===== src/logic/cache_macros.svh =====
`ifndef CACHE_MACROS_SVH
`define CACHE_MACROS_SVH

// cache geometry
// 4 ways, 8 sets, 8 words per line
`define CACHE_WAYS      4
`define CACHE_SET_BITS  3
`define CACHE_LINE_BITS 3
`define CACHE_TAG_BITS  10
`define CACHE_WORDS     8

// store size codes carried in cpu_req_t.size
`define SIZE_BYTE 2'd0
`define SIZE_HALF 2'd1
`define SIZE_WORD 2'd2

`endif

===== src/logic/cache_pkg.sv =====
`include "cache_macros.svh"

package cache_pkg;

    typedef logic [31:0]                                  word_t;
    typedef logic [`CACHE_TAG_BITS-1:0]                   tag_t;
    typedef logic [`CACHE_SET_BITS-1:0]                   set_idx_t;
    typedef logic [`CACHE_LINE_BITS-1:0]                  word_idx_t;
    typedef logic [3:0]                                   byte_mask_t;
    // word 0 of the line sits in the top 32 bits
    typedef logic [`CACHE_WORDS*32-1:0]                   line_t;
    typedef logic [`CACHE_WAYS-1:0]                       way_mask_t;
    typedef logic [1:0]                                   store_size_t;
    // line granular address, tag above set
    typedef logic [`CACHE_TAG_BITS+`CACHE_SET_BITS-1:0]   line_addr_t;

    // one cpu access, held stable while req is up
    typedef struct packed {
        logic        write;
        store_size_t size;
        logic [31:0] addr;
        word_t       wdata;
    } cpu_req_t;

    // one memory transfer, write-back or fill
    typedef struct packed {
        logic       write;
        line_addr_t addr;
        line_t      line;
    } mem_req_t;

    typedef enum logic [2:0] {
        LOOKUP,
        WRITE_BACK,
        WB_RELEASE,
        FILL,
        FILL_RELEASE,
        DONE
    } ctrl_state_t;

endpackage


===== src/logic/cache_req_decode.sv =====
`timescale 1ns/1ps
`include "cache_macros.svh"

module cache_req_decode
(
    input  cache_pkg::cpu_req_t   cpu_req_i,
    output cache_pkg::set_idx_t   set_o,
    output cache_pkg::tag_t       tag_o,
    output cache_pkg::word_idx_t  word_idx_o,
    output cache_pkg::byte_mask_t byte_mask_o,
    output cache_pkg::word_t      store_word_o
);

    // address layout: tag | set | word | byte
    localparam int word_lsb = 2;
    localparam int set_lsb  = word_lsb + `CACHE_LINE_BITS;
    localparam int tag_lsb  = set_lsb + `CACHE_SET_BITS;

    logic [1:0] byte_off;

    assign byte_off   = cpu_req_i.addr[word_lsb-1:0];
    assign word_idx_o = cpu_req_i.addr[set_lsb-1:word_lsb];
    assign set_o      = cpu_req_i.addr[tag_lsb-1:set_lsb];
    // upper address bits beyond the tag are dropped here
    assign tag_o      = cpu_req_i.addr[tag_lsb +: `CACHE_TAG_BITS];

    // mask bit 3 is the msb byte, i.e. byte offset 0
    // data is replicated so every lane carries the store value
    always_comb
    begin
        byte_mask_o  = '0;
        store_word_o = cpu_req_i.wdata;
        case (cpu_req_i.size)
            `SIZE_BYTE:
            begin
                byte_mask_o  = 4'b1000 >> byte_off;
                store_word_o = {4{cpu_req_i.wdata[7:0]}};
            end
            `SIZE_HALF:
            begin
                store_word_o = {2{cpu_req_i.wdata[15:0]}};
                // odd offsets leave the mask empty
                if (byte_off == 2'd0)
                begin
                    byte_mask_o = 4'b1100;
                end
                else if (byte_off == 2'd2)
                begin
                    byte_mask_o = 4'b0011;
                end
            end
            `SIZE_WORD:
            begin
                byte_mask_o = 4'b1111;
            end
            default:
            begin
                byte_mask_o = '0;
            end
        endcase
    end

endmodule


===== config.mk =====
export PLATFORM = sky130hd
export DESIGN_NAME = cache_req_decode
export DESIGN_NICKNAME = d
export VERILOG_FILES = /design/src/logic/cache_pkg.sv /design/src/logic/cache_req_decode.sv
export VERILOG_INCLUDE_DIRS = /design/src /design/src/logic
export SDC_FILE = /design/constraint.sdc
export NUM_CORES = 1
export LEC_CHECK = 0
export CORE_AREA = 2 2 45 47
export DETAILED_ROUTE_END_ITERATION = 6
export DIE_AREA = 0 0 47 49
export DONT_BUFFER_PORTS = 1
export RECOVER_POWER = 50
export SLEW_MARGIN = 15
export SYNTH_ARGS = -nofsm -noshare
export SYNTH_HDL_FRONTEND = slang
export SYNTH_SLANG_ARGS = --single-unit

===== constraint.sdc =====
create_clock -name vclk -period 1.07
set_clock_uncertainty 0.1 [all_clocks]
set_input_delay 0.0535 -clock vclk [all_inputs]
set_output_delay 0.0535 -clock vclk [all_outputs]
set_load 0.005 [all_outputs]

### Word-level counts from Yosys, hierarchy flattened

Cells that the tools add are included.

* $mul: 0
* shift-type cells: 1
* $lt $le $gt $ge: 0
* equal/unequal tests: 3
* add/sub/neg operators: 0
* mux-type cells: 4
* divide/modulo/power cells: 0
* reduce and logical (&&, ||, !) cells: 2
* bitwise operators: 0

Operators by type and width (number)
* $pmux 32 s2: 1
* $pmux 4 s3: 1
* $eq 2x2->1 const B: 2
* $logic_not 2->1: 2
* $mux 4: 1
* $shr 4x2->4 const A: 1
* $eq 2x1->1 const B: 1
* $mux 2: 1

* input port bits: 67
* RAM bits: 0
* register bits after elaboration: 0
* memories kept: 0
* bits in latches: 0
* memory bits (read-only): 0

### Depth between registers and ports, before layout

Gate-level depths: netlist of run 1.

* depth after elaboration: 4
* mapped depth: 4
* depth with buffers taken out: 3

### Least setup slack after synthesis of run 1

Ideal clock, no wire load.

* path type: in2out
* start point: input cpu_req_i[65] in the netlist's numbering
* end point: output store_word_o[10]
* path buffers: 0
* stages: 2
* required time: 0.917 ns
* arrival: 0.591 ns
* slack: 0.325 ns
* cells stage by stage: nor2_4 > mux2_2

* cells in the longest elaborated chain, start to end: 2

Ends and longest elaborated chain
* start: declaration: RTL line cache_req_decode.sv:6 `input cache_pkg::cpu_req_t cpu_req_i,`
* $eq 2x1->1 or $logic_not 2->1 (tied branches): RTL line cache_req_decode.sv:33 `case (cpu_req_i.size)`
* $pmux 32 s2 (*): RTL line cache_req_decode.sv:33
* end: declaration: RTL line cache_req_decode.sv:11 `output cache_pkg::word_t store_word_o`

Mark *: on every way between the ends. The rest lies on a longest branch, timed or not.

### Final worst setup path of run 1

* start point: input cpu_req_i[65] in the netlist's numbering
* end point: output store_word_o[13]

Same word-level chain as after synthesis.

==> impl_metrics.ini, run 1 <==
[run_status]
outcome = finished clean

[timing]
worst-slew-pin-transition_ns = 0.2866
period_share_pct = 77.24
fin_setup_tns_ns = 0
max_freq_ghz = 1.210
finalSetupViolCount = 0
slew_viol_final = 0
fin_hold_ws_ns = 0.007002
relSlewSlack_pct = 80.73
fin_crit_ns = 0.8265
rsz0062_at_grt = no
hold_viol = 0

[synthesis]
synth.most_common_cell = buf_4
synth_area_um2 = 646.9
yosysTopAreaCellShare_pct = 29.01
synthCells = 80
synth.yosys.seq_area_share_pct = 0
synthTopCellsByArea = buf_4 29%, mux2_2 28%, mux2i_1 12%
syn_nets = 147
synth_top_area_cell = buf_4
yosys_warnings = 0
ys_types = 14
netlist_top_cells_count = 25 x buf_4, 16 x mux2_2, 11 x nand2_1
syn_area_per_cell_um2 = 8.086

[drt]
routed-wl-met2_um = 668
drc = 0
drt-met1-wl_um = 437
drtIter0Drc = 1
highest_layer = met4
vias_per_cell = 5.620
via_count = 444
routed_wl_um = 1271
wl_per_cell_um = 16.09
dr.pass1.iters = 2
wl_met3_um = 156
antenna_left = 0

[setup_path]
cp_max_fo = 30
cpPeakStageDelay_ns = 0.39
cp_num_buf_inv = 0
end_kind = output port
cp_cell_sequence = nor2_4 -> mux2_2
path_class = primary input to output port
critical_path_required_ns = 0.92
startpoint_type = primary input
cpLargestDelayFamily = multiplexers
crit_arrival_ns = 0.67
cp_slowest_cell = mux2_2

[cells_and_area]
area_delta_synth_final_pct = -30.17
nFillCells = 216
multi_input_area_um2 = 414.1
regArea_um2 = 0
stdcell_area_um2 = 451.7
clkbuf_count = 0
num-nets-final = 121
antenna_cells = 0
flops_and_latches = 0
final_layout_size_suffix_gt1_share_pct = 44.23

[pwr]
leakage_uw = 0.0001716
vdd.ir_drop.worst_mv = 0.07162
powerDensity_nw_per_um2 = 328.4
total_power_uw = 148.3

[worst_hold_path]
hold_path.class = primary input to output port

[grt]
grt_overflow = 0
globalRouteTotalUtil_pct = 9.368
grt_pass1_vias = 388
grt_max_degree = 31
antenna_found_initial = 0
grt_pass1_wl_um = 1718

[place]
io_buffers = 0
place.gp.congestion = 0.5741
dp_hpwl_um = 992.7
dpl_cell_area_um2 = 459.2

[run]
drv_cap = 0

[floorplan]
start_util_pct = 35.12
rows = 16
dieArea_um2 = 2303
core_area_um2 = 1842
io_pins = 119
die_width_um = 47
die_y_um = 49

[cts]
post-cts-setup-buffers = 0
hold_buffers = 0
cts_resized = 0
[cell type report]
type / count / area share, %
well taps: 27 / 7.479
multi-input cells: 51 / 91.69
inverters: 1 / 0.8310
[power breakdown]
part           switching, uW  internal (uW)  total [uW]
sequential                 0              0           0
combinational           64.9           83.5         148
clock                      0              0           0
total                   64.9           83.5         148
[cell families after synthesis]
kind of cell	Yosys count	synth area share, %
simple gates	14	10.06
buf+inv	29	34.82
mux	24	40.23
compound gates	13	14.89
[cells in the final DEF, fill, tap and decap left out]
| cell type | synthesis | final |
|---|---|---|
| mux2_2 | 16 | 16 |
| nand2_1 | 11 | 11 |
| mux2i_1 | 8 | 8 |
| o21ai_2 | 7 | 5 |
| o21ai_0 | 1 | 3 |
| a21oi_1 | 2 | 2 |
| o22ai_1 | 2 | 2 |
| nor2_4 | 1 | 1 |
| inv_1 | 1 | 1 |
| nor2_1 | 1 | 1 |
| nand2b_2 | 1 | 1 |
| o31ai_1 | 1 | 1 |
[metal layers]
layer	up-vias	global-route usage (%)
met2	41	17.81
li1	196	-
met4	0	1.389
met3	4	0.7407
met1	203	10.89
met5	-	0
[through the flow]
stage,setup slack (ns),std cells,util [%]
2_1_floorplan,0.3253,80,-
3_3_place_gp,0.2139,79,24.93
3_5_place_dp,0.2151,79,24.93
4_1_cts,0.2148,79,24.93
5_1_grt,0.1731,79,24.52
6_report,0.2435,79,24.52
[final timing paths]
kind | slack [ns] | to | depth (start not counted) | startpoint
worst max-delay path | 0.24 | store_word_o[13] | 2 | cpu_req_i[65]
worst min-delay path | 0.007 | tag_o[9] | 0 | cpu_req_i[49]
No activity file was read; power rests on OpenSTA's default activity.
==> run 2: changes to the inputs <==
Clock period 1.07 ns to 0.8 ns, I/O delays scaled along.
==> run 2 against run 1 <==
Final cell count grew 34%. Via count increased by 26%. Largest cell class unchanged. Setup slack worse by 0.21 ns. Die area stayed put. Sequential share of layout area unchanged. Largest power group unchanged. Highest routed layer is now met3. Combinational power is 110% higher.
==> impl_metrics.ini, run 2 (synthesized netlist as in run 1, its figures left out) <==
[floorplan]
rows = 16
start_util_pct = 35.12
die_width_um = 47
io_pins = 119
dieArea_um2 = 2303
die_y_um = 49
core_area_um2 = 1842

[setup_path]
startpoint_type = primary input
crit_arrival_ns = 0.63
path_class = primary input to output port
cp_cell_sequence = nor2_4 -> buf_4 -> mux2_2
critical_path_required_ns = 0.66
path_depth = 3
cp_num_buf_inv = 1
cp-endpoint = store_word_o[12]
cp_max_fo = 30
cpLargestDelayFamily = multiplexers
cpPeakStageDelay_ns = 0.34
startpoint = cpu_req_i[65]
end_kind = output port
cp_slowest_cell = mux2_2

[drt]
routed_wl_um = 1522
drtIter0Drc = 1
dr.pass1.iters = 2
vias_per_cell = 5.264
drc = 0
wl_per_cell_um = 14.36
via_count = 558
antenna_left = 0

[pwr]
powerDensity_nw_per_um2 = 440.9
leakage_uw = 0.0002803
vdd.ir_drop.worst_mv = 0.1574

[timing]
finalSetupViolCount = 0
period_share_pct = 96.25
worst-slew-pin-transition_ns = 0.2944
slew_viol_final = 0
fin_crit_ns = 0.7700
rsz0062_at_grt = no
fin_setup_tns_ns = 0
max_freq_ghz = 1.299
fin_hold_ws_ns = 0.03740
relSlewSlack_pct = 80.21
hold_viol = 0

[cells_and_area]
clkbuf_count = 0
final_layout_size_suffix_gt1_share_pct = 26.58
area_delta_synth_final_pct = 7.544
final_cell_mix = 24 x dlygate4sd3_1, 16 x mux2_2, 11 x nand2_1, 8 x mux2i_1, 8 x o21ai_0
flops_and_latches = 0
antenna_cells = 0
final_common_cell = dlygate4sd3_1
num-nets-final = 148
regArea_um2 = 0
nFillCells = 208
stdcell_area_um2 = 695.7

[place]
dp_hpwl_um = 1036
place.gp.congestion = 0.5739
io_buffers = 0
dpl_cell_area_um2 = 481.7

[grt]
globalRouteTotalUtil_pct = 10.50
grt_pass1_vias = 481
grt_max_degree = 31
grt_pass1_wl_um = 1938
antenna_found_initial = 0
grt_overflow = 0

[run_status]
outcome = finished clean

[worst_hold_path]
hold_path.class = primary input to output port

[run]
drv_cap = 0
run 2: final cells by class:
type | count | area [um2] | area share (%)
multi-input combinational | 51 | 395.4 | 56.83
inverter | 1 | 3.754 | 0.5396
timing repair buffer | 27 | 262.8 | 37.77
tap | 27 | 33.78 | 4.856
run 2: layer usage:
layer,part of all wire [%],GRT usage [%],routed length (um),vias up
met5,0,0,0,-
met4,0,0,0,0
met3,11,0,163,0
met2,52,22.60,796,53
met1,37,10.89,562,254
li1,-,-,-,251
run 2: where the power goes:
part / internal [uW] / switching (uW) / leakage (uW)
Combinational: 193 / 114 / 0.000280
Clock: 0 / 0 / 0
Sequential: 0 / 0 / 0
Total: 193 / 114 / 0.000280
run 2: through the flow:
stage / power (uW) / worst slack, ns / util, % / std cells
after floorplan: 328.8 / 0.08231 / - / 80
after global placement: 217.0 / 0.03847 / 26.15 / 82
after detailed placement: 219.5 / 0.03416 / 26.15 / 82
after CTS: 328.9 / 0.02759 / 39.20 / 106
after global routing: 332.7 / 0.002120 / 37.77 / 106
final: 306.7 / 0.03002 / 37.77 / 106
run 2: worst min-delay path by stage:
stage	from	end	depth (start not counted)
after global routing	cpu_req_i[64]	byte_mask_o[0]	1
final	cpu_req_i[33]	byte_mask_o[2]	1
after CTS	cpu_req_i[65]	store_word_o[28]	1
after detailed placement	cpu_req_i[40]	tag_o[0]	0
after floorplan	cpu_req_i[32]	byte_mask_o[3]	1
after global placement	cpu_req_i[40]	tag_o[0]	0
run 2: timing repair:
action                                 CTS  global route
gates resized for setup                  0             0
setup endpoints to repair                0             0
hold buffers                            24             0
setup buffers                            0             0
endpoints found under the hold margin   24             0
