## config.mk

```make
export PLATFORM = sky130hd
export DESIGN_NAME = cache_way
export DESIGN_NICKNAME = d
export VERILOG_FILES = /design/src/logic/cache_pkg.sv /design/src/logic/cache_way.sv
export VERILOG_INCLUDE_DIRS = /design/src /design/src/logic
export SDC_FILE = /design/constraint.sdc
export NUM_CORES = 2
export LEC_CHECK = 0
export BUFFER_PORTS_ARGS = -buffer_cell sky130_fd_sc_hd__clkbuf_2
export CORE_UTILIZATION = 45
export DETAILED_ROUTE_END_ITERATION = 10
export PLACE_DENSITY_LB_ADDON = 0.08
export SLEW_MARGIN = 15
export SYNTH_ARGS = -nofsm -noshare
export SYNTH_HDL_FRONTEND = slang
export SYNTH_SLANG_ARGS = --single-unit
```

## constraint.sdc

```tcl
create_clock -name clk -period 22.1 [get_ports clk]
set_clock_uncertainty 0.15 [all_clocks]
set_input_delay 2.21 -clock clk [delete_from_list [all_inputs] [get_ports clk]]
set_output_delay 2.21 -clock clk [all_outputs]
set_load 0.02 [all_outputs]
```

## src/logic/cache_macros.svh

```systemverilog
`ifndef CACHE_MACROS_SVH
`define CACHE_MACROS_SVH

// cache geometry
// 4 ways, 8 sets, 8 words per line
`define CACHE_WAYS      4
`define CACHE_SET_BITS  3
`define CACHE_LINE_BITS 3
`define CACHE_TAG_BITS  10
`define CACHE_WORDS     8

// store size codes carried in cpu_req_t.size
`define SIZE_BYTE 2'd0
`define SIZE_HALF 2'd1
`define SIZE_WORD 2'd2

`endif
```

## src/logic/cache_pkg.sv

```systemverilog
`include "cache_macros.svh"

package cache_pkg;

    typedef logic [31:0]                                  word_t;
    typedef logic [`CACHE_TAG_BITS-1:0]                   tag_t;
    typedef logic [`CACHE_SET_BITS-1:0]                   set_idx_t;
    typedef logic [`CACHE_LINE_BITS-1:0]                  word_idx_t;
    typedef logic [3:0]                                   byte_mask_t;
    // word 0 of the line sits in the top 32 bits
    typedef logic [`CACHE_WORDS*32-1:0]                   line_t;
    typedef logic [`CACHE_WAYS-1:0]                       way_mask_t;
    typedef logic [1:0]                                   store_size_t;
    // line granular address, tag above set
    typedef logic [`CACHE_TAG_BITS+`CACHE_SET_BITS-1:0]   line_addr_t;

    // one cpu access, held stable while req is up
    typedef struct packed {
        logic        write;
        store_size_t size;
        logic [31:0] addr;
        word_t       wdata;
    } cpu_req_t;

    // one memory transfer, write-back or fill
    typedef struct packed {
        logic       write;
        line_addr_t addr;
        line_t      line;
    } mem_req_t;

    typedef enum logic [2:0] {
        LOOKUP,
        WRITE_BACK,
        WB_RELEASE,
        FILL,
        FILL_RELEASE,
        DONE
    } ctrl_state_t;

endpackage

```

## src/logic/cache_way.sv

```systemverilog
`timescale 1ns/1ps
`include "cache_macros.svh"

module cache_way
(
    input  logic                   clk,
    input  logic                   rst,
    input  cache_pkg::set_idx_t    set_i,
    input  cache_pkg::tag_t        tag_i,
    input  cache_pkg::word_idx_t   word_idx_i,
    input  cache_pkg::byte_mask_t  byte_mask_i,
    input  cache_pkg::word_t       store_word_i,
    input  logic                   store_i,
    input  logic                   fill_i,
    input  cache_pkg::line_t       fill_line_i,
    output logic                   hit_o,
    output cache_pkg::word_t       rd_word_o,
    output logic                   valid_o,
    output logic                   dirty_o,
    output cache_pkg::tag_t        tag_o,
    output cache_pkg::line_t       line_o
);

    localparam int sets = 1 << `CACHE_SET_BITS;

    // per set storage of this way
    cache_pkg::tag_t  tag_q  [sets];
    cache_pkg::line_t data_q [sets];
    logic [sets-1:0]  valid_q;
    logic [sets-1:0]  dirty_q;

    cache_pkg::line_t cur_line;
    cache_pkg::word_t merged_word;
    cache_pkg::line_t merged_line;

    assign cur_line = data_q[set_i];
    assign line_o   = cur_line;
    assign tag_o    = tag_q[set_i];
    assign valid_o  = valid_q[set_i];
    assign dirty_o  = dirty_q[set_i];

    // tag compare for the addressed set
    assign hit_o     = valid_q[set_i] && (tag_q[set_i] == tag_i);
    assign rd_word_o = cur_line[32*(`CACHE_WORDS-1-int'(word_idx_i)) +: 32];

    // byte merge of the store into the current word
    always_comb
    begin
        for (int b = 0; b < 4; b++)
        begin
            merged_word[8*b +: 8] = byte_mask_i[b] ? store_word_i[8*b +: 8]
                                                   : rd_word_o[8*b +: 8];
        end
        merged_line = cur_line;
        merged_line[32*(`CACHE_WORDS-1-int'(word_idx_i)) +: 32] = merged_word;
    end

    // line data and tags
    always_ff @(posedge clk)
    begin
        if (fill_i)
        begin
            data_q[set_i] <= fill_line_i;
            tag_q[set_i]  <= tag_i;
        end
        else if (store_i)
        begin
            data_q[set_i] <= merged_line;
        end
    end

    // status bits
    always_ff @(posedge clk)
    begin
        if (rst)
        begin
            valid_q <= '0;
            dirty_q <= '0;
        end
        else if (fill_i)
        begin
            valid_q[set_i] <= 1'b1;
            dirty_q[set_i] <= 1'b0;
        end
        else if (store_i)
        begin
            // marked dirty even when the mask is empty
            dirty_q[set_i] <= 1'b1;
        end
    end

    // store and fill strobes come from different controller states
    a_store_fill_excl: assert property (@(posedge clk) disable iff (rst)
        !(store_i && fill_i));

endmodule

```

* Word level (Yosys, flattened, before mapping) *
Memories as Yosys holds them, arrays and structs flattened.
Index checks and enable logic that the tools add are counted.
W data, S select, Z words.

word-level totals
  flip-flop bits (word level) = 16
  bits in writable memories = 2,128
  bits of input ports = 312
  output and inout bits = 301
  word-level logic and storage cells = 39
  memories kept = 2

memories
  name    depth  width  rd ports  clocked after memory_dff  write ports  RTL line         RTL
  data_q  8      256    1         0                         1            cache_way.sv:28  cache_pkg::line_t data_q [sets];
  tag_q   8      10     1         0                         1            cache_way.sv:27  cache_pkg::tag_t tag_q [sets];

operators by class
  add/subtract/negate cells = 2
  $lt $le $gt $ge = 2
  equal/unequal tests = 1
  shifts and indexed selects = 3
  muxes and demuxes = 19
  bitwise logic cells = 5
  reductions and logical operators = 3

operators with widths
  operator                     count
  $bwmux W256                  1
  $mux W256                    1
  $shift A32 B33 Y256 const A  1
  $shiftx A256 B9 Y32          1
  $shiftx A32 B33 Y256         1
  $mux W8                      6
  $neg A9 Y33                  1
  $or A8 B8 Y8                 2
  $eq A10 B10 Y1               1
  $and A8 B8 Y8                1
  $mux W1                      8
  $not A8 Y8                   1
  $bmux W1 S3                  2
  $lt A3 B4 Y1 const B         1
  $sub A3 B3 Y4 const A        1
  $demux W1 S3                 1
  $ge A3 B1 Y1 const B         1
  $logic_and A1 B1 Y1          2
  $reduce_bool A2 Y1           1
  $or A1 B1 Y1                 1

* Depth between registers and ports, before layout *
  depth after elaboration = 7
  mapped depth = 14
  gate-level depth less buffers = 9

* Least setup slack after synthesis *
Ideal clock, no wire load.

  path type = input port to flip-flop
  from = input port set_i[0]
  to = memory data_q[1][0] (netlist name) (enable)
  library setup time = 1.186 ns
  arrival = 20.614 ns
  slack = 0.150 ns
  stages = 7
  buffers on the path = 5
  path through = buf_4 -> buf_6 -> buf_4 -> buf_4 -> buf_2 -> nand2b_1 -> nor3_1

RTL lines
  element             RTL line         RTL
  start: declaration  cache_way.sv:8   input cache_pkg::set_idx_t set_i,
  end: declaration    cache_way.sv:28

No word-level cell before the write port.

* Worst setup path after layout *
  from = input port set_i[0]
  to = output port rd_word_o[12]

on the way
  cells in the longest elaborated chain, start to end = 2

ends and longest elaborated chain
  element              RTL line         RTL
  $mem_v2 Z8 W256      --
  $shiftx A256 B9 Y32  cache_way.sv:44  assign rd_word_o = cur_line[32*(`CACHE_WORDS-1-int'(word_idx_i)) +: 32];
  end: declaration     cache_way.sv:17  output cache_pkg::word_t rd_word_o,

Every way passes these cells.

==> impl_metrics.json <==
{
  "io_pins": 613,
  "clkTransAtPathRegs_ns": 0.06,
  "die_area_um2": 199300,
  "final_area_um2": 101600,
  "dpl.hpwl_um": 231900,
  "reg2reg_to": "data_q[1][170]",
  "syn-num-nets": 5733,
  "async_flop_share": 0,
  "muxShareOfSynthArea": 0.08555,
  "grt-ovfl-total": 0,
  "cp-startpoint": "set_i[0]",
  "nFillCells": 16280,
  "clkLatencyLatePin_ns": 0.88,
  "numPortBuffers": 612,
  "ys_warn_count": 0,
  "synth_ff_type": "edfxtp_1",
  "hold_path.class": "reg2reg",
  "place_area_um2": 94970,
  "cts_tree": "yes",
  "cts_root_buffer": "clkbuf_16",
  "avgViaCountPerCell": 6.704,
  "hold_end": "valid_q[5]",
  "core-area_um2": 195600,
  "switchingPower_mw": 2.467,
  "grt_pass1_vias": 54670,
  "seqPwrFrac": 0.503,
  "p_int_mw": 6.868,
  "grtUsageMet2": 0.5427,
  "hp-start": "valid_q[5]",
  "fin_setup_tns_ns": 0,
  "worst-path-max-fanout": 106,
  "synthSimpleGateAreaFrac": 0.04158,
  "synth_edf_count": 2128,
  "synth.ff_latch_count": 2144,
  "final-max-slew-violation-count": 0,
  "synth_area_um2": 88890,
  "rr_startpoint": "data_q[6][170]",
  "power_leakage_nw": 34.89,
  "swShare": 0.2643,
  "mostFrequentLayoutCells": "2128 x edfxtp_1, 606 x clkbuf_2, 336 x mux2i_1, 332 x a22oi_1, 299 x nand2_1",
  "grt_max_degree": 129,
  "die_height_um": 446.5,
  "holdPathStages": 2,
  "setup_violations": 0,
  "p_per_area_nw_per_um2": 91.92,
  "fin_crit_ns": 10.35,
  "start_kind": "input pin",
  "rsz0062_at_grt": "no",
  "grt_pass1_wl_um": 485400,
  "met1_usage": 0.4782,
  "use_met3": 0.07264,
  "cts_sinks": 2144,
  "drive_gt1_frac": 0.2335,
  "fin_crit_sh": 0.4685,
  "synth_cells": 5416,
  "die_w_um": 446.5,
  "comb_power_share": 0.123,
  "vias": 59300,
  "nets": 6362,
  "seq_area_frac_synth": 0.7225,
  "hold_viol_final": 0,
  "postCtsSetupRepairBufs": 0,
  "max-clock-path-buffers": 3,
  "grt-busiest-layer": "met2",
  "final_common_cell": "edfxtp_1",
  "syn_avg_cell_area_um2": 16.41,
  "placed_cells": 8445,
  "drc": 0,
  "fp-row-count": 162,
  "synthDistinctLibCells": 105,
  "finalWeightedCongestion": 0.9025,
  "wirelength_um": 365800,
  "rrSetupSlack_ns": 17.35,
  "grtUsageTotal": 0.3614,
  "synth_compound_area_frac": 0.1192,
  "worstPathRequired_ns": 19.74,
  "finalNonFillerCells": 8845,
  "cts_buffers": 221,
  "endpoint_kind": "primary output",
  "vdd_drop_max_mv": 0.07004,
  "synthAdderAreaFrac": 0.0007038,
  "drv_cap": 0,
  "synth_xor_area_frac": 0.0009853,
  "syn2layout_area_growth_pct": 14.25,
  "relSlewSlack": 0.1266,
  "p_total_mw": 9.335,
  "drt_iter0_drc": 9065,
  "htree_levels": 4,
  "initial_core_util": 0.4545,
  "antenna_left": 0,
  "tightest_slew_ns": 1.305,
  "synth_top_family_by_area": "compound AO/OA/AOI/OAI gates",
  "ctsHoldBuffers": 0,
  "clockPowerShare": 0.374,
  "outcome": "completed",
  "cts.repair.resized": 0,
  "worstRegToRegCells": 7,
  "critical_path_class": "in2out",
  "antenna_found_initial": 35,
  "clock.fmax_mhz": 96.58,
  "wire_per_inst_um": 41.36,
  "whs_ns": 0.3210,
  "drt_pass1_iterations": 9,
  "arrival_ns": 7.99
}
-- through the flow --
stage                 util  setup WS, ns
floorplan                -        0.1501
global placement    0.4855         11.85
detailed placement  0.4856         11.89
CTS                 0.5191         11.91
global route        0.5191         11.70
finish              0.5192         11.75
-- layer usage --
metal  vias to the layer above  routed length (µm)
met2                      4217              163800
met1                     30790              134200
met4                        14               28220
li1                      23460                   -
met5                         -                  80
met3                       821               39490
-- power by group through the flow --
stage / registers [mW] / logic [mW] / clock network, mW
final: 4.69 / 1.15 / 3.49
after global routing: 4.70 / 1.17 / 3.65
after CTS: 4.69 / 1.13 / 3.51
after detailed placement: 4.78 / 1.12 / 0
after global placement: 4.77 / 1.12 / 0
after floorplan: 4.83 / 0.565 / 0
-- synthesized netlist by cell type, types with 10 or more instances --
master     number  area [µm²]
a211oi_1       14       105.1
a21oi_1        77       385.4
a221o_1        36       360.4
a221oi_1      177        1550
a222oi_1       10       100.1
a22o_1         50       437.9
a22oi_1       332        2492
a31oi_1        14       87.58
a32oi_1        16       140.1
and2_1         40       250.2
and3_1         17       106.4
and3b_1        22       192.7
buf_1          27       101.4
buf_2         140       700.7
buf_4          67       503.0
buf_6          34       382.9
clkbuf_1      129       484.2
dfxtp_1        16       320.3
edfxtp_1     2128       63900
inv_1         110       412.9
mux2_2        111        1250
mux2i_1       336        3363
mux4_2        130        2928
nand2_1       311        1167
nand2b_1       55       344.1
nand3_1        16       80.08
nand4_1        14       87.58
nor2_1        140       525.5
nor2b_1        19       118.9
nor3_1         48       240.2
nor3b_1        12       90.09
o211ai_1       23       172.7
o21a_1         18       135.1
o21ai_0       210        1051
o21ai_1        27       135.1
o221ai_1      106       928.4
o22a_1         72       630.6
o22ai_1        85       531.8
o2bb2ai_1      14       122.6
o31ai_1        11       82.58
-- state kept, by name, summed over array words and instances (netlist names), named ones only --
signal   flops
tag_q       80
data_q    2048
valid_q      8
-- layout make-up --
class | count | area (µm²) | area share
sequential | 2144 | 64220 | 0.6324
antenna | 8 | 20.02 | 0.0001971
multi-input combinational | 2759 | 22380 | 0.2204
inverter | 114 | 437.9 | 0.004312
timing repair buffer | 805 | 4662 | 0.04590
clock inverter | 111 | 695.7 | 0.006850
clock buffer | 280 | 5858 | 0.05768
tap | 2624 | 3283 | 0.03233
-- critical path, stage by stage --
cell and delay [ns]:
buf_8 0.35, buf_4 0.61, buf_12 0.58, buf_4 0.87, buf_4 0.80, mux2i_1 0.17
o22a_1 0.22, o21ai_0 0.15, mux2i_1 0.15, nor2_1 0.13, a211oi_1 0.06, a21oi_1 0.93
clkbuf_2 0.33
-- cells by family (layout without fill, tap and decap cells) --
group           after synthesis  count (layout)
xor+xnor                     10              10
buf+inv                     513            1310
flops                      2144            2144
mux                         581             581
other cells                   0               8
compound gates             1407            1407
simple gates                756             756
fa+ha+maj                     5               5
-- worst max path at each step --
stage                          endpoint  slack (ns)
after floorplan            data_q[1][0]        0.15
after global placement    rd_word_o[12]       11.85
after detailed placement  rd_word_o[18]       11.89
after CTS                 rd_word_o[18]       11.91
after global routing      rd_word_o[12]       11.70
final                     rd_word_o[12]       11.75
No activity file was read; power rests on OpenSTA's default activity.
