`src/logic/cache_macros.svh`:
```
`ifndef CACHE_MACROS_SVH
`define CACHE_MACROS_SVH

// cache geometry
// 4 ways, 8 sets, 8 words per line
`define CACHE_WAYS      4
`define CACHE_SET_BITS  3
`define CACHE_LINE_BITS 3
`define CACHE_TAG_BITS  10
`define CACHE_WORDS     8

// store size codes carried in cpu_req_t.size
`define SIZE_BYTE 2'd0
`define SIZE_HALF 2'd1
`define SIZE_WORD 2'd2

`endif
```
`src/logic/cache_pkg.sv`:
```
`include "cache_macros.svh"

package cache_pkg;

    typedef logic [31:0]                                  word_t;
    typedef logic [`CACHE_TAG_BITS-1:0]                   tag_t;
    typedef logic [`CACHE_SET_BITS-1:0]                   set_idx_t;
    typedef logic [`CACHE_LINE_BITS-1:0]                  word_idx_t;
    typedef logic [3:0]                                   byte_mask_t;
    // word 0 of the line sits in the top 32 bits
    typedef logic [`CACHE_WORDS*32-1:0]                   line_t;
    typedef logic [`CACHE_WAYS-1:0]                       way_mask_t;
    typedef logic [1:0]                                   store_size_t;
    // line granular address, tag above set
    typedef logic [`CACHE_TAG_BITS+`CACHE_SET_BITS-1:0]   line_addr_t;

    // one cpu access, held stable while req is up
    typedef struct packed {
        logic        write;
        store_size_t size;
        logic [31:0] addr;
        word_t       wdata;
    } cpu_req_t;

    // one memory transfer, write-back or fill
    typedef struct packed {
        logic       write;
        line_addr_t addr;
        line_t      line;
    } mem_req_t;

    typedef enum logic [2:0] {
        LOOKUP,
        WRITE_BACK,
        WB_RELEASE,
        FILL,
        FILL_RELEASE,
        DONE
    } ctrl_state_t;

endpackage

```
`src/logic/way_select.sv`:
```
`timescale 1ns/1ps
`include "cache_macros.svh"

module way_select
(
    input  cache_pkg::way_mask_t            hit_vec_i,
    input  cache_pkg::way_mask_t            valid_vec_i,
    input  cache_pkg::way_mask_t            dirty_vec_i,
    input  cache_pkg::word_t                rd_words_i [`CACHE_WAYS],
    input  cache_pkg::line_t                lines_i [`CACHE_WAYS],
    input  cache_pkg::tag_t                 tags_i [`CACHE_WAYS],
    input  logic [$clog2(`CACHE_WAYS)-1:0]  victim_i,
    output logic                            hit_o,
    output cache_pkg::way_mask_t            hit_way_o,
    output cache_pkg::word_t                rd_word_o,
    output logic                            victim_dirty_o,
    output cache_pkg::line_t                victim_line_o,
    output cache_pkg::tag_t                 victim_tag_o
);

    assign hit_o     = |hit_vec_i;
    assign hit_way_o = hit_vec_i;

    // and-or mux over the hitting way
    always_comb
    begin
        rd_word_o = '0;
        for (int w = 0; w < `CACHE_WAYS; w++)
        begin
            if (hit_vec_i[w])
            begin
                rd_word_o = rd_word_o | rd_words_i[w];
            end
        end
    end

    // victim way picked by the set's round-robin pointer
    assign victim_line_o  = lines_i[victim_i];
    assign victim_tag_o   = tags_i[victim_i];
    // an invalid victim never needs a write-back
    assign victim_dirty_o = dirty_vec_i[victim_i] && valid_vec_i[victim_i];

    // a tag lives in at most one way of a set, so at most one way hits
    always_comb
    begin
        assert ($isunknown(hit_vec_i) || $onehot0(hit_vec_i))
        else $error("way_select: more than one way hit, vector %b", hit_vec_i);
    end

endmodule

```
`config.mk`:
```
export PLATFORM = sky130hd
export DESIGN_NAME = way_select
export DESIGN_NICKNAME = d
export VERILOG_FILES = /design/src/logic/cache_pkg.sv /design/src/logic/way_select.sv
export VERILOG_INCLUDE_DIRS = /design/src /design/src/logic
export SDC_FILE = /design/constraint.sdc
export NUM_CORES = 1
export LEC_CHECK = 0
export ABC_AREA = 1
export BUFFER_PORTS_ARGS = -buffer_cell sky130_fd_sc_hd__buf_2
export CAP_MARGIN = 40
export CORE_AREA = 2 2 591 593
export DETAILED_ROUTE_END_ITERATION = 12
export DIE_AREA = 0 0 593 595
export PLACE_DENSITY = 0.3
export RECOVER_POWER = 50
export SLEW_MARGIN = 20
export SYNTH_ARGS = -nofsm -noshare
export SYNTH_HDL_FRONTEND = slang
export SYNTH_SLANG_ARGS = --single-unit
```
`constraint.sdc`:
```
create_clock -name vclk -period 2.5
set_input_delay 0.25 -clock vclk [all_inputs]
set_output_delay 0.25 -clock vclk [all_outputs]
set_load 0.005 [all_outputs]
```
### After elaboration in Yosys (flattened, before gate mapping)

Cells that the tools add are included.

| storage, ports and cells | value |
|---|---|
| input port bits | 1,206 |
| output and inout port bits | 304 |
| flip-flop bits (word level) | 0 |
| word-level logic and storage cells | 22 |

| cells by class | value |
|---|---|
| bitwise logic cells | 4 |
| muxes and demuxes | 14 |
| reductions and logical operators | 2 |
| $lt $le $gt $ge | 2 |

Operators by type and width:

| cell | count |
|---|---|
| $bmux W256 S2 | 1 |
| $mux W256 | 2 |
| $mux W32 | 4 |
| $or A32 B32 Y32 | 3 |
| $bmux W10 S2 | 1 |
| $mux W10 | 2 |
| $bmux W1 S2 | 2 |
| $reduce_or A4 Y1 | 1 |
| $ge A3 B3 Y1 const B | 1 |
| $lt A2 B3 Y1 const B | 1 |
| $not A2 Y3 | 1 |
| $mux W1 | 2 |
| $logic_and A1 B1 Y1 | 1 |

### Longest topological paths before layout

Gate-level depths: netlist (run 1).

| logic depth | value |
|---|---|
| depth after elaboration | 7 |
| mapped depth | 7 |

### Worst setup path after synthesis (run 1)

OpenSTA, ideal clock, no wires.

| path | value |
|---|---|
| kind | input to output |
| start point | in victim_i[1] |
| end point | out victim_line_o[100] |
| arrival time | 0.984 ns |
| setup slack | 1.266 ns |
| cell stages on the path | 5 |
| data required time | 2.250 ns |
| buffers on the path | 3 |
| cells stage by stage | buf_4 -> buf_4 -> clkbuf_1 -> o211ai_1 -> nand2_1 |

| on the way | value |
|---|---|
| word-level cells in the longest chain between the ends | 4 |

RTL lines:

| element | RTL line | RTL |
|---|---|---|
| from (decl) | way_select.sv:12 | `` input logic [$clog2(`CACHE_WAYS)-1:0] victim_i, `` |
| $not A2 Y3 (not written as such) | way_select.sv:38 | `assign victim_line_o = lines_i[victim_i];` |
| $bmux W256 S2 | way_select.sv:38 |  |
| $mux W256 (not written as such) (2 in series) | way_select.sv:38 |  |
| to (decl) | way_select.sv:17 | `output cache_pkg::line_t victim_line_o,` |

No other way between the ends. The select of a mux whose other input is x is not followed.

### Final worst setup path (run 1)

| path | value |
|---|---|
| start point | in hit_vec_i[1] |
| end point | out rd_word_o[16] |

| on the way | value |
|---|---|
| word-level cells in the longest chain between the ends | 5 |

RTL lines:

| element | RTL line | RTL |
|---|---|---|
| from (decl) | way_select.sv:6 | `input cache_pkg::way_mask_t hit_vec_i,` |
| $mux W32 (*) | way_select.sv:30 | `if (hit_vec_i[w])` |
| $or A32 B32 Y32 | way_select.sv:32 | `rd_word_o = rd_word_o \| rd_words_i[w];` |
| $mux W32 (*) | way_select.sv:30 |  |
| $or A32 B32 Y32 | way_select.sv:32 |  |
| $mux W32 (*) | way_select.sv:30 |  |
| to (decl) | way_select.sv:15 | `output cache_pkg::word_t rd_word_o,` |

Every way passes the cells marked *; elsewhere a longest branch is shown, timed or not.

==> summary by stage, run 1 <==
Timing
Setup violations remaining at the end of the flow were counted as 0. The tightest hold path in the finished design has a slack of 0.781 ns. The count of final max-slew check failures is 30. Once routing completed, OpenROAD measured the worst setup slack at 0.121 ns.

The transition time at the pin with the least slew margin is 1.67 ns. The sum of negative setup slack is 0 ns. The minimum clock period is 2.38 ns. The total count of hold-check failures in the final report is 0. The post-route fraction of the period consumed by the critical path is 0.952. Setup repair after global routing left no endpoint under its margin. Timing would allow up to 420 MHz.

In this run the tightest slew margin relative to its limit is -0.111.

Setup path
STA classifies the critical path endpoint as an output pin. The master of the slowest instance on the critical path is sky130_fd_sc_hd__clkbuf_1. For the worst setup path, the data arrival time is 2.13 ns. STA puts the critical path data required time at 2.25 ns.

The cell that appears most often on the critical path is sky130_fd_sc_hd__clkbuf_1. The delay of the slowest cell on the worst path is 1.18 ns. The launching element type of the critical path is a primary input.

The critical path contains buffers and inverters numbering 2 combined. The largest fanout on the critical path is 29. The critical path is of the primary input to output pin type. The critical path goes through clkbuf_1, nand2_1, nand4_1, clkbuf_1. On the critical path the largest part of the delay comes from buffers and inverters.

Place
At the placement stage, the worst setup path has a slack of 0.0611 ns. The total cell area at the placement stage is 25300 sq um. The congestion estimate from routability-driven global placement came to 0.940. The total instance count after detailed placement is 8259. The count of buffers added on input and output ports is 1510.

The half-perimeter wire length after detailed placement is 260000 um.

Final layout
Across the whole layout, storage elements account for 0 sq um. After routing the design area is 25200 sq um. The net count reported at finish is 4868. The area growth from synthesis to layout is 135%.

In the final layout, the share of cells above drive strength 1 is 0.422. Counting the clock-network buffers in the layout gives 0. The number of non-filler instances in the completed layout is 8377. The design has 0 sequential cells.

GRT
The global routing usage on met1 is 0.147. The most heavily used metal layer in global routing is met2. The number of antenna violations at the first check in global routing is 464. The number of global-route vias before repair is 21600. The first-pass GRT wire length is 316000 um. The largest net degree at the start of global routing is 98. For this run, global-route usage on met3 was measured as 0.115. The remaining global-route overflow is 0. The all-layer global routing usage is 0.148. For this run, global-route usage on met2 was measured as 0.244.

Clock tree
The number of setup buffers added after CTS is 0. After clock tree synthesis, the repair step resized 0 gates. After clock tree synthesis, the flow added hold-fix buffers numbering 0.

Drt
The number of vias after detailed routing is 23300. The detailed-route wire length is 274000 um. The mean number of vias per cell is 2.79.

After detailed routing, the average wire length per cell comes to 32.7 um. For this run, the detailed router's first-pass iteration total came to 6. The DRC violation count after routing is 0. The number of DRC markers in iteration 0 is 1444. The remaining number of nets flagged by the antenna check after routing is 0.

Floorplan
The count of standard-cell rows is 217. The floorplan step defined a core boundary enclosing 347000 sq um. The horizontal die dimension is 593 um. During I/O placement, the number of pins put on the boundary was 1510. The die covers 353000 sq um. Measured along the y axis, the die boundary spans 595 um. For this configuration, the core starts out at a cell density of 0.0308.

Pwr
The maximum VDD drop is 0.0776 mV. Dividing total power by cell area gives a power density of 195 nW/um^2. The analysis attributes to cell leakage a power of 0.0126 uW.

Synth
The cell area after technology mapping is 10700 sq um. Ranked by total cell area, the synthesized netlist is headed by sky130_fd_sc_hd__o211ai_1 (37%), sky130_fd_sc_hd__nand2_1 (33%), sky130_fd_sc_hd__inv_1 (19%), sky130_fd_sc_hd__buf_2 (5.3%), sky130_fd_sc_hd__clkbuf_1 (2.4%). The net count after synthesis is 3438. Counting every instance in the synthesized netlist gives 2232.

The area share of the largest cell type after synthesis is 0.374. The post-synthesis area per instance is 4.79 sq um. The part of the Yosys area used for sequential elements is 0. Yosys mapped the design onto 11 distinct sky130hd cell types. The library cell occupying the most area in the post-synthesis netlist is sky130_fd_sc_hd__o211ai_1. The Yosys step of the flow raised 0 warnings.

Worst hold path
The worst hold path belongs to the class primary input to output pin.

Run
The number of max-cap violations is 1.

Status
The checks that failed: max-capacitance violations, max-slew violations. The run finished, with violations left.
[cells in the final DEF (no fill, tap or decap)]
| cell type | instances |
|---|---|
| sky130_fd_sc_hd__buf_1 | 1 |
| sky130_fd_sc_hd__buf_12 | 78 |
| sky130_fd_sc_hd__buf_6 | 1 |
| sky130_fd_sc_hd__buf_8 | 1 |
| sky130_fd_sc_hd__nor2_1 | 2 |
| sky130_fd_sc_hd__inv_1 | 533 |
| sky130_fd_sc_hd__nand4_1 | 32 |
| sky130_fd_sc_hd__clkbuf_4 | 5 |
| sky130_fd_sc_hd__nand2_1 | 928 |
| sky130_fd_sc_hd__buf_2 | 1352 |
| sky130_fd_sc_hd__buf_4 | 63 |
| sky130_fd_sc_hd__clkbuf_1 | 82 |
| sky130_fd_sc_hd__o211ai_1 | 532 |
| sky130_fd_sc_hd__nand3_1 | 6 |
| sky130_fd_sc_hd__inv_8 | 2 |
| sky130_fd_sc_hd__clkbuf_2 | 42 |
| sky130_fd_sc_hd__diode_2 | 118 |
[cell families (layout without fill, tap and decap cells)]
family                 after synthesis  count (layout)  synth area share
other                                0             118                 0
AO/OA/AOI/OAI                      532             532             0.374
buffers and inverters              732            2160             0.278
AND/OR/NAND/NOR                    968             968             0.348
[synth_stat cells, drive strengths merged]
cell type	instances
nor2	2
nand2	928
nand4	32
clkbuf	68
nand3	6
inv	535
buf	129
o211ai	532
[metal layers]
layer / vias to the layer above / routed length, um
li1: 10200 / -
met1: 10100 / 92700
met2: 1874 / 121000
met3: 850 / 48300
met4: 308 / 9650
met5: - / 2030
[power breakdown]
part | internal, uW | leakage, uW | switching (uW) | total (uW)
registers | 0 | 0 | 0 | 0
logic | 1870 | 0.0126 | 3030 | 4900
clock network | 0.00646 | 0.000000749 | 0 | 0.00647
[final timing paths]
check | slack [ns] | depth (start not counted) | end | from
setup / recovery | 0.12 | 4 | rd_word_o[16] | hit_vec_i[1]
hold / removal | 0.78 | 4 | rd_word_o[7] | rd_words_i[103]
[area by class of cell]
| type | instances | area [sq um] |
|---|---|---|
| timing repair buffer | 1625 | 9390 |
| inverter | 535 | 2020 |
| tap | 4599 | 5750 |
| multi-input combinational | 1500 | 7710 |
| antenna | 118 | 295 |
| fill | 41900 | 322000 |
[through the flow]
stage,utilization,power [uW]
2_1_floorplan,-,1400
3_3_place_gp,0.0727,5250
3_5_place_dp,0.0728,5230
4_1_cts,0.0728,5250
5_1_grt,0.0720,5320
6_report,0.0725,4900
Power figures use the tool's default switching activity.
==> inputs of run 2 (changes only) <==
--- a/config.mk
+++ b/config.mk
@@ -12,7 +12,7 @@
 export CORE_AREA = 2 2 591 593
 export DETAILED_ROUTE_END_ITERATION = 12
 export DIE_AREA = 0 0 593 595
-export PLACE_DENSITY = 0.3
+export PLACE_DENSITY_LB_ADDON = 0.05
 export RECOVER_POWER = 50
 export SLEW_MARGIN = 20
 export SYNTH_ARGS = -nofsm -noshare
==> constraint.sdc (replaced) <==
create_clock -name vclk -period 2.5
set_input_delay 0.25 -clock vclk [all_inputs]
set_output_delay 0.25 -clock vclk [all_outputs]
set_load 0.1 [all_outputs]
==> summary by stage, run 2 (synthesis gave the netlist of run 1 again) <==
Status
Status: finished, final reports clean (was finished, violations left).

Run
The number of max-cap violations is 0 (was 1).

Floorplan
The starting utilization of the core area was 0.0308 (unchanged). The number of top-level design ports is 1510 (unchanged). The core outline area is 347000 sq um (unchanged). The full die area was 353000 sq um (unchanged). The count of standard-cell rows came to 217 (unchanged). The horizontal die dimension came to 593 um (unchanged). The vertical extent of the die was 595 um (unchanged).

Pwr
The sequential cell fraction of total power was 0 (about the same). The proportion of power drawn by the clock network is 0 (about the same). The leakage dissipation is 0.0135 uW (was 0.0126 uW). The fraction of power spent switching nets is 0.713 (was 0.618). The maximum VDD drop is 0.110 mV (was 0.0776 mV).

The net switching power was 6450 uW (was 3030 uW). The total power divided by cell area came to 332 nW/um^2 (was 195 nW/um^2). The internal power contribution is 2590 uW (was 1870 uW).

The relative contribution of combinational cells to total power is 1.000 (about the same).

Final layout
The total of clock buffers placed in the layout came to 0 (unchanged). The sequential cell area in the final layout is 0 sq um (unchanged). The sequential cell count is 0 (unchanged).

The post-layout utilization of the core came to 0.0785 (was 0.0725). Most frequent cells in the layout: sky130_fd_sc_hd__buf_2 (1215), sky130_fd_sc_hd__nand2_1 (928), sky130_fd_sc_hd__inv_1 (533) (was sky130_fd_sc_hd__buf_2 (1352), sky130_fd_sc_hd__nand2_1 (928), sky130_fd_sc_hd__inv_1 (533)). The number of non-filler instances in the completed layout is 8321 (was 8377). The area of all placed cells without fillers is 27300 sq um (was 25200 sq um). The proportion of layout cells with a drive suffix above 1 is 0.437 (was 0.422). The most frequent standard cell in the layout excluding fill and tap cells was sky130_fd_sc_hd__buf_2 (unchanged). The area growth from synthesis to layout came to 155% (was 135%). The number of inserted filler cells in the final layout is 41400 (was 41900). The net count reported at finish came to 4863 (was 4868).

Setup path
The critical path class was primary input to output pin (unchanged). The launching element type of the critical path is a primary input (unchanged). The largest fanout on the critical path is 35 (was 29). The most frequent cell on the critical path was sky130_fd_sc_hd__buf_12 (was sky130_fd_sc_hd__clkbuf_1). The master of the slowest instance on the critical path is sky130_fd_sc_hd__o211ai_1 (was sky130_fd_sc_hd__clkbuf_1). The type of destination of the critical path is an output pin (unchanged). The worst endpoint data arrival time is 2.09 ns (was 2.13 ns). The cell family contributing the most delay on the critical path is buffers and inverters (unchanged).

Ordered list of cells on the worst path: buf_2, inv_8, buf_12, buf_12, buf_12, o211ai_1, nand2_1, buf_12 (was clkbuf_1, nand2_1, nand4_1, clkbuf_1). The number of buffer and inverter instances along the worst setup path is 6 (was 2). The delay of the slowest cell on the worst path is 0.55 ns (was 1.18 ns).

The data required time of the critical path is 2.25 ns (about the same).

Timing
The worst hold slack after final layout is 0.949 ns (was 0.781 ns). The maximum frequency from static timing analysis was 427 MHz (was 420 MHz). The minimum clock period is 2.34 ns (was 2.38 ns). The sum of negative setup slack is 0 ns (unchanged).

Setup repair after global routing missed its margin: false (unchanged). The total count of hold-check failures in the final report is 0 (unchanged). The relative slew slack is 0.161 (was -0.111). The post-route fraction of the period consumed by the critical path came to 0.936 (was 0.952).

The transition time at the pin with the least slew margin is 1.26 ns (was 1.67 ns). The number of endpoints failing setup at the final stage is 0 (unchanged). The count of final max-slew check failures is 0 (was 30).

Clock tree
The number of gates resized after CTS was 0 (unchanged). The number of setup buffers added after CTS came to 0 (unchanged). The number of buffers inserted by hold repair at cts is 0 (unchanged).

Drt
The DRC violation count after routing is 0 (unchanged). The mean number of vias per cell came to 2.59 (was 2.79). The remaining number of nets flagged by the antenna check after routing is 0 (unchanged). The number of DRC markers in iteration 0 is 925 (was 1444). The number of detailed-route iterations in the first pass is 4 (was 6).

The number of vias after detailed routing is 21500 (was 23300). The routed wire length per instance is 26.0 um (was 32.7 um). The detailed-route wire length is 216000 um (was 274000 um).

GRT
The remaining global-route overflow came to 0 (unchanged). The met2 demand-to-capacity share in global routing is 0.206 (was 0.244). The all-layer global routing usage is 0.117 (was 0.148). The number of global-route vias before repair is 21900 (was 21600).

The met3 global-route usage is 0.0574 (was 0.115). The number of antenna violations at the first check in global routing was 310 (was 464). The largest net degree at the start of global routing came to 96 (was 98). The most heavily used metal layer in global routing is met2 (unchanged). The global routing usage on met1 was 0.132 (was 0.147). The first-pass GRT wire length is 264000 um (was 316000 um).

Place
The placer congestion estimate was 0.803 (was 0.940). The total cell area at the placement stage came to 28300 sq um (was 25300 sq um). The number of port buffers is 1510 (unchanged). The half-perimeter wire length after detailed placement came to 201000 um (was 260000 um).

The total instance count after detailed placement is 8254 (was 8259).

Worst hold path
The class of the worst hold path is primary input to output pin (unchanged).
run 2: cell types whose count changed in the layout (fill, tap and decap cells not counted), sizes merged:
cell / delta
diode: -51
buf: +12
clkbuf: -17
run 2: worst min-delay path, delay by kind of cell:
| kind | cells | cell delay [ns] |
|---|---|---|
| and+or+nand+nor | 1 | 0.11 |
| buffers and inverters | 2 | 0.25 |
| AOI/OAI and AO/OA | 1 | 0.08 |
run 2: per-layer routing:
| layer | part of all wire | up-vias |
|---|---|---|
| met5 | 0.0058 | - |
| met4 | 0.012 | 198 |
| met3 | 0.11 | 468 |
| met2 | 0.48 | 1172 |
| met1 | 0.39 | 9598 |
| li1 | - | 10100 |
run 2: power by group through the flow:
stage          logic (uW)  registers, uW  clock network (uW)
3_3_place_gp         9830              0                   0
5_1_grt              9590              0             0.00123
6_report             9050              0             0.00362
3_5_place_dp         9790              0                   0
2_1_floorplan        4850              0                   0
4_1_cts              9820              0                   0
run 2: worst paths after layout:
check	slack (ns)	start	depth (start not counted)	end
setup / recovery	0.16	victim_i[0]	8	victim_line_o[111]
hold / removal	0.95	lines_i[679]	4	victim_line_o[167]
run 2: metrics by stage:
stage / setup WS, ns / total power [uW]
global placement: 0.164 / 9830
finish: 0.159 / 9050
CTS: 0.130 / 9820
detailed placement: 0.131 / 9790
global route: 0.0685 / 9590
floorplan: 0.680 / 4850
run 2: final cells by class:
cell class	instances	area [sq um]	share of cell area
Multi-Input combinational cell	1500	7710	0.283
Inverter	535	2020	0.0742
Tap cell	4599	5750	0.211
Antenna cell	67	168	0.00615
Timing Repair Buffer	1620	11600	0.426
==> inputs of run 3 (changes only) <==
--- a/config.mk
+++ b/config.mk
@@ -7,13 +7,13 @@
 export NUM_CORES = 1
 export LEC_CHECK = 0
 export ABC_AREA = 1
-export BUFFER_PORTS_ARGS = -buffer_cell sky130_fd_sc_hd__buf_2
-export CAP_MARGIN = 40
-export CORE_AREA = 2 2 591 593
+export CAP_MARGIN = 20
+export CORE_AREA = 2 2 584 586
 export DETAILED_ROUTE_END_ITERATION = 12
-export DIE_AREA = 0 0 593 595
+export DIE_AREA = 0 0 586 588
+export DONT_BUFFER_PORTS = 1
 export PLACE_DENSITY_LB_ADDON = 0.05
-export RECOVER_POWER = 50
+export RECOVER_POWER = 25
 export SLEW_MARGIN = 20
 export SYNTH_ARGS = -nofsm -noshare
 export SYNTH_HDL_FRONTEND = slang
==> summary by stage, run 3 (synthesis gave the netlist of run 1 again) <==
Status
Status: finished, final reports clean (unchanged).

Worst hold path
The class of the worst hold path is primary input to output pin (unchanged). The critical hold path startpoint was hit_vec_i[2] (was lines_i[679]). The instance count along the most critical hold path is 0 (was 4). The endpoint with the worst hold slack is hit_way_o[2] (was victim_line_o[167]).

GRT
The all-layer global routing usage was 0.0991 (was 0.117). The remaining global-route overflow was 0 (unchanged). The number of global-route vias before repair came to 16500 (was 21900). The number of antenna violations at the first check in global routing is 113 (was 310).

The largest net degree at the start of global routing came to 269 (was 96). The first-pass GRT wire length was 216000 um (was 264000 um).

Timing
The maximum frequency from static timing analysis is 425 MHz (was 427 MHz). The sum of negative setup slack is 0 ns (unchanged). The relative slew slack is 0.155 (was 0.161). The transition time at the pin with the least slew margin is 1.27 ns (was 1.26 ns). The minimum clock period was 2.35 ns (was 2.34 ns). The count of final max-slew check failures is 0 (unchanged). Setup repair after global routing missed its margin: false (unchanged).

The post-route fraction of the period consumed by the critical path is 0.941 (was 0.936). The number of endpoints failing setup at the final stage is 0 (unchanged). The total count of hold-check failures in the final report is 0 (unchanged).

Final layout
The area of all placed cells without fillers was 21400 sq um (was 27300 sq um). The area growth from synthesis to layout was 100% (was 155%). The most frequent standard cell in the layout excluding fill and tap cells is sky130_fd_sc_hd__nand2_1 (was sky130_fd_sc_hd__buf_2).

The sequential cell area in the final layout is 0 sq um (unchanged). Most frequent cells in the layout: sky130_fd_sc_hd__nand2_1 (918), sky130_fd_sc_hd__inv_1 (533), sky130_fd_sc_hd__o211ai_1 (532) (was sky130_fd_sc_hd__buf_2 (1215), sky130_fd_sc_hd__nand2_1 (928), sky130_fd_sc_hd__inv_1 (533)). The multi-input logic area came to 7740 sq um (was 7710 sq um). The net count reported at finish is 3620 (was 4863).

The proportion of layout cells with a drive suffix above 1 is 0.147 (was 0.437). The number of inserted filler cells in the final layout was 40400 (was 41400). The sequential cell count is 0 (unchanged). The total of clock buffers placed in the layout is 0 (unchanged).

Pwr
The leakage dissipation is 0.00882 uW (was 0.0135 uW). The total design power was 7950 uW (was 9050 uW). The total power divided by cell area is 371 nW/um^2 (was 332 nW/um^2). The maximum VDD drop came to 0.146 mV (was 0.110 mV).

Drt
The mean number of vias per cell is 2.33 (was 2.59). The number of DRC markers in iteration 0 is 912 (was 925). The number of vias after detailed routing was 16300 (was 21500).

The number of detailed-route iterations in the first pass is 5 (was 4). The DRC violation count after routing came to 0 (unchanged). The routed wire length per instance is 26.0 um (about the same).

The detailed-route wire length was 181000 um (was 216000 um). The remaining number of nets flagged by the antenna check after routing is 0 (unchanged).

Floorplan
The full die area is 345000 sq um (was 353000 sq um). The number of top-level design ports is 1510 (unchanged). The vertical extent of the die was 588 um (was 595 um). The horizontal die dimension was 586 um (was 593 um). The count of standard-cell rows is 214 (was 217). The starting utilization of the core area is 0.0316 (was 0.0308). The core outline area was 338000 sq um (was 347000 sq um).

Setup path
The worst endpoint data arrival time is 2.10 ns (was 2.09 ns). The type of destination of the critical path is an output pin (unchanged). The launching element type of the critical path is a primary input (unchanged). The critical path class is primary input to output pin (unchanged).

The data required time of the critical path came to 2.25 ns (about the same). The largest fanout on the critical path is 269 (was 35).

Place
The total cell area at the placement stage is 21800 sq um (was 28300 sq um). The placer congestion estimate came to 0.863 (was 0.803). The half-perimeter wire length after detailed placement was 167000 um (was 201000 um). The number of port buffers is 0 (was 1510).

Clock tree
The number of setup buffers added after CTS is 0 (unchanged). The number of gates resized after CTS is 0 (unchanged). The number of buffers inserted by hold repair at cts came to 0 (unchanged).

Run
The number of max-cap violations is 0 (unchanged).
## run 3: changes by cell type in the layout (fill, tap and decap cells not counted), moves of 11 or more
cell / change
sky130_fd_sc_hd__diode_2: -40
sky130_fd_sc_hd__buf_12: +43
sky130_fd_sc_hd__buf_4: -16
sky130_fd_sc_hd__clkbuf_2: -46
sky130_fd_sc_hd__clkbuf_4: -17
sky130_fd_sc_hd__buf_2: -1215
sky130_fd_sc_hd__clkbuf_1: +11
## run 3: final cells by class
| type | count | area share |
|---|---|---|
| Timing Repair Buffer | 377 | 0.276 |
| Inverter | 535 | 0.0945 |
| Multi-Input combinational cell | 1500 | 0.361 |
| Antenna cell | 27 | 0.00315 |
| Tap cell | 4536 | 0.265 |
## run 3: through the flow
step	hold slack, ns	cells	worst slack, ns	util
5_1_grt	0.501	6952	0.151	0.0631
2_1_floorplan	0.712	2232	0.680	-
6_report	0.501	6975	0.149	0.0633
3_3_place_gp	0.501	6948	0.344	0.0644
3_5_place_dp	0.501	6948	0.341	0.0644
4_1_cts	0.501	6948	0.337	0.0644
## run 3: worst max path at each step
| stage | start | endpoint | slack (ns) | cells past startpoint |
|---|---|---|---|---|
| 4_1_cts | victim_i[0] | victim_line_o[124] | 0.34 | 7 |
| 3_5_place_dp | victim_i[0] | victim_line_o[112] | 0.34 | 5 |
| 2_1_floorplan | victim_i[1] | victim_line_o[234] | 0.68 | 6 |
| 3_3_place_gp | victim_i[0] | victim_line_o[121] | 0.34 | 7 |
| 5_1_grt | victim_i[0] | victim_line_o[133] | 0.15 | 7 |
| 6_report | victim_i[1] | victim_line_o[199] | 0.15 | 6 |
## run 3: per-layer routing
| metal | share of wire | up-vias | track usage |
|---|---|---|---|
| li1 | - | 7558 | - |
| met1 | 0.37 | 7458 | 0.106 |
| met3 | 0.14 | 158 | 0.0588 |
| met4 | 0.0086 | 76 | 0.00508 |
| met2 | 0.48 | 1017 | 0.174 |
| met5 | 0.0029 | - | 0 |
## run 3: worst max-delay path, cell delays in order
cell	delay (ns)
sky130_fd_sc_hd__inv_8	0.31
sky130_fd_sc_hd__buf_12	0.19
sky130_fd_sc_hd__clkbuf_1	0.44
sky130_fd_sc_hd__o211ai_1	0.18
sky130_fd_sc_hd__nand2_1	0.10
sky130_fd_sc_hd__clkbuf_4	0.34
## run 3: where the power goes
part | total (uW) | internal, uW | switching (uW)
Combinational | 7950 | 2130 | 5830
Clock | 0.000677 | 0.000677 | 0
Sequential | 0 | 0 | 0
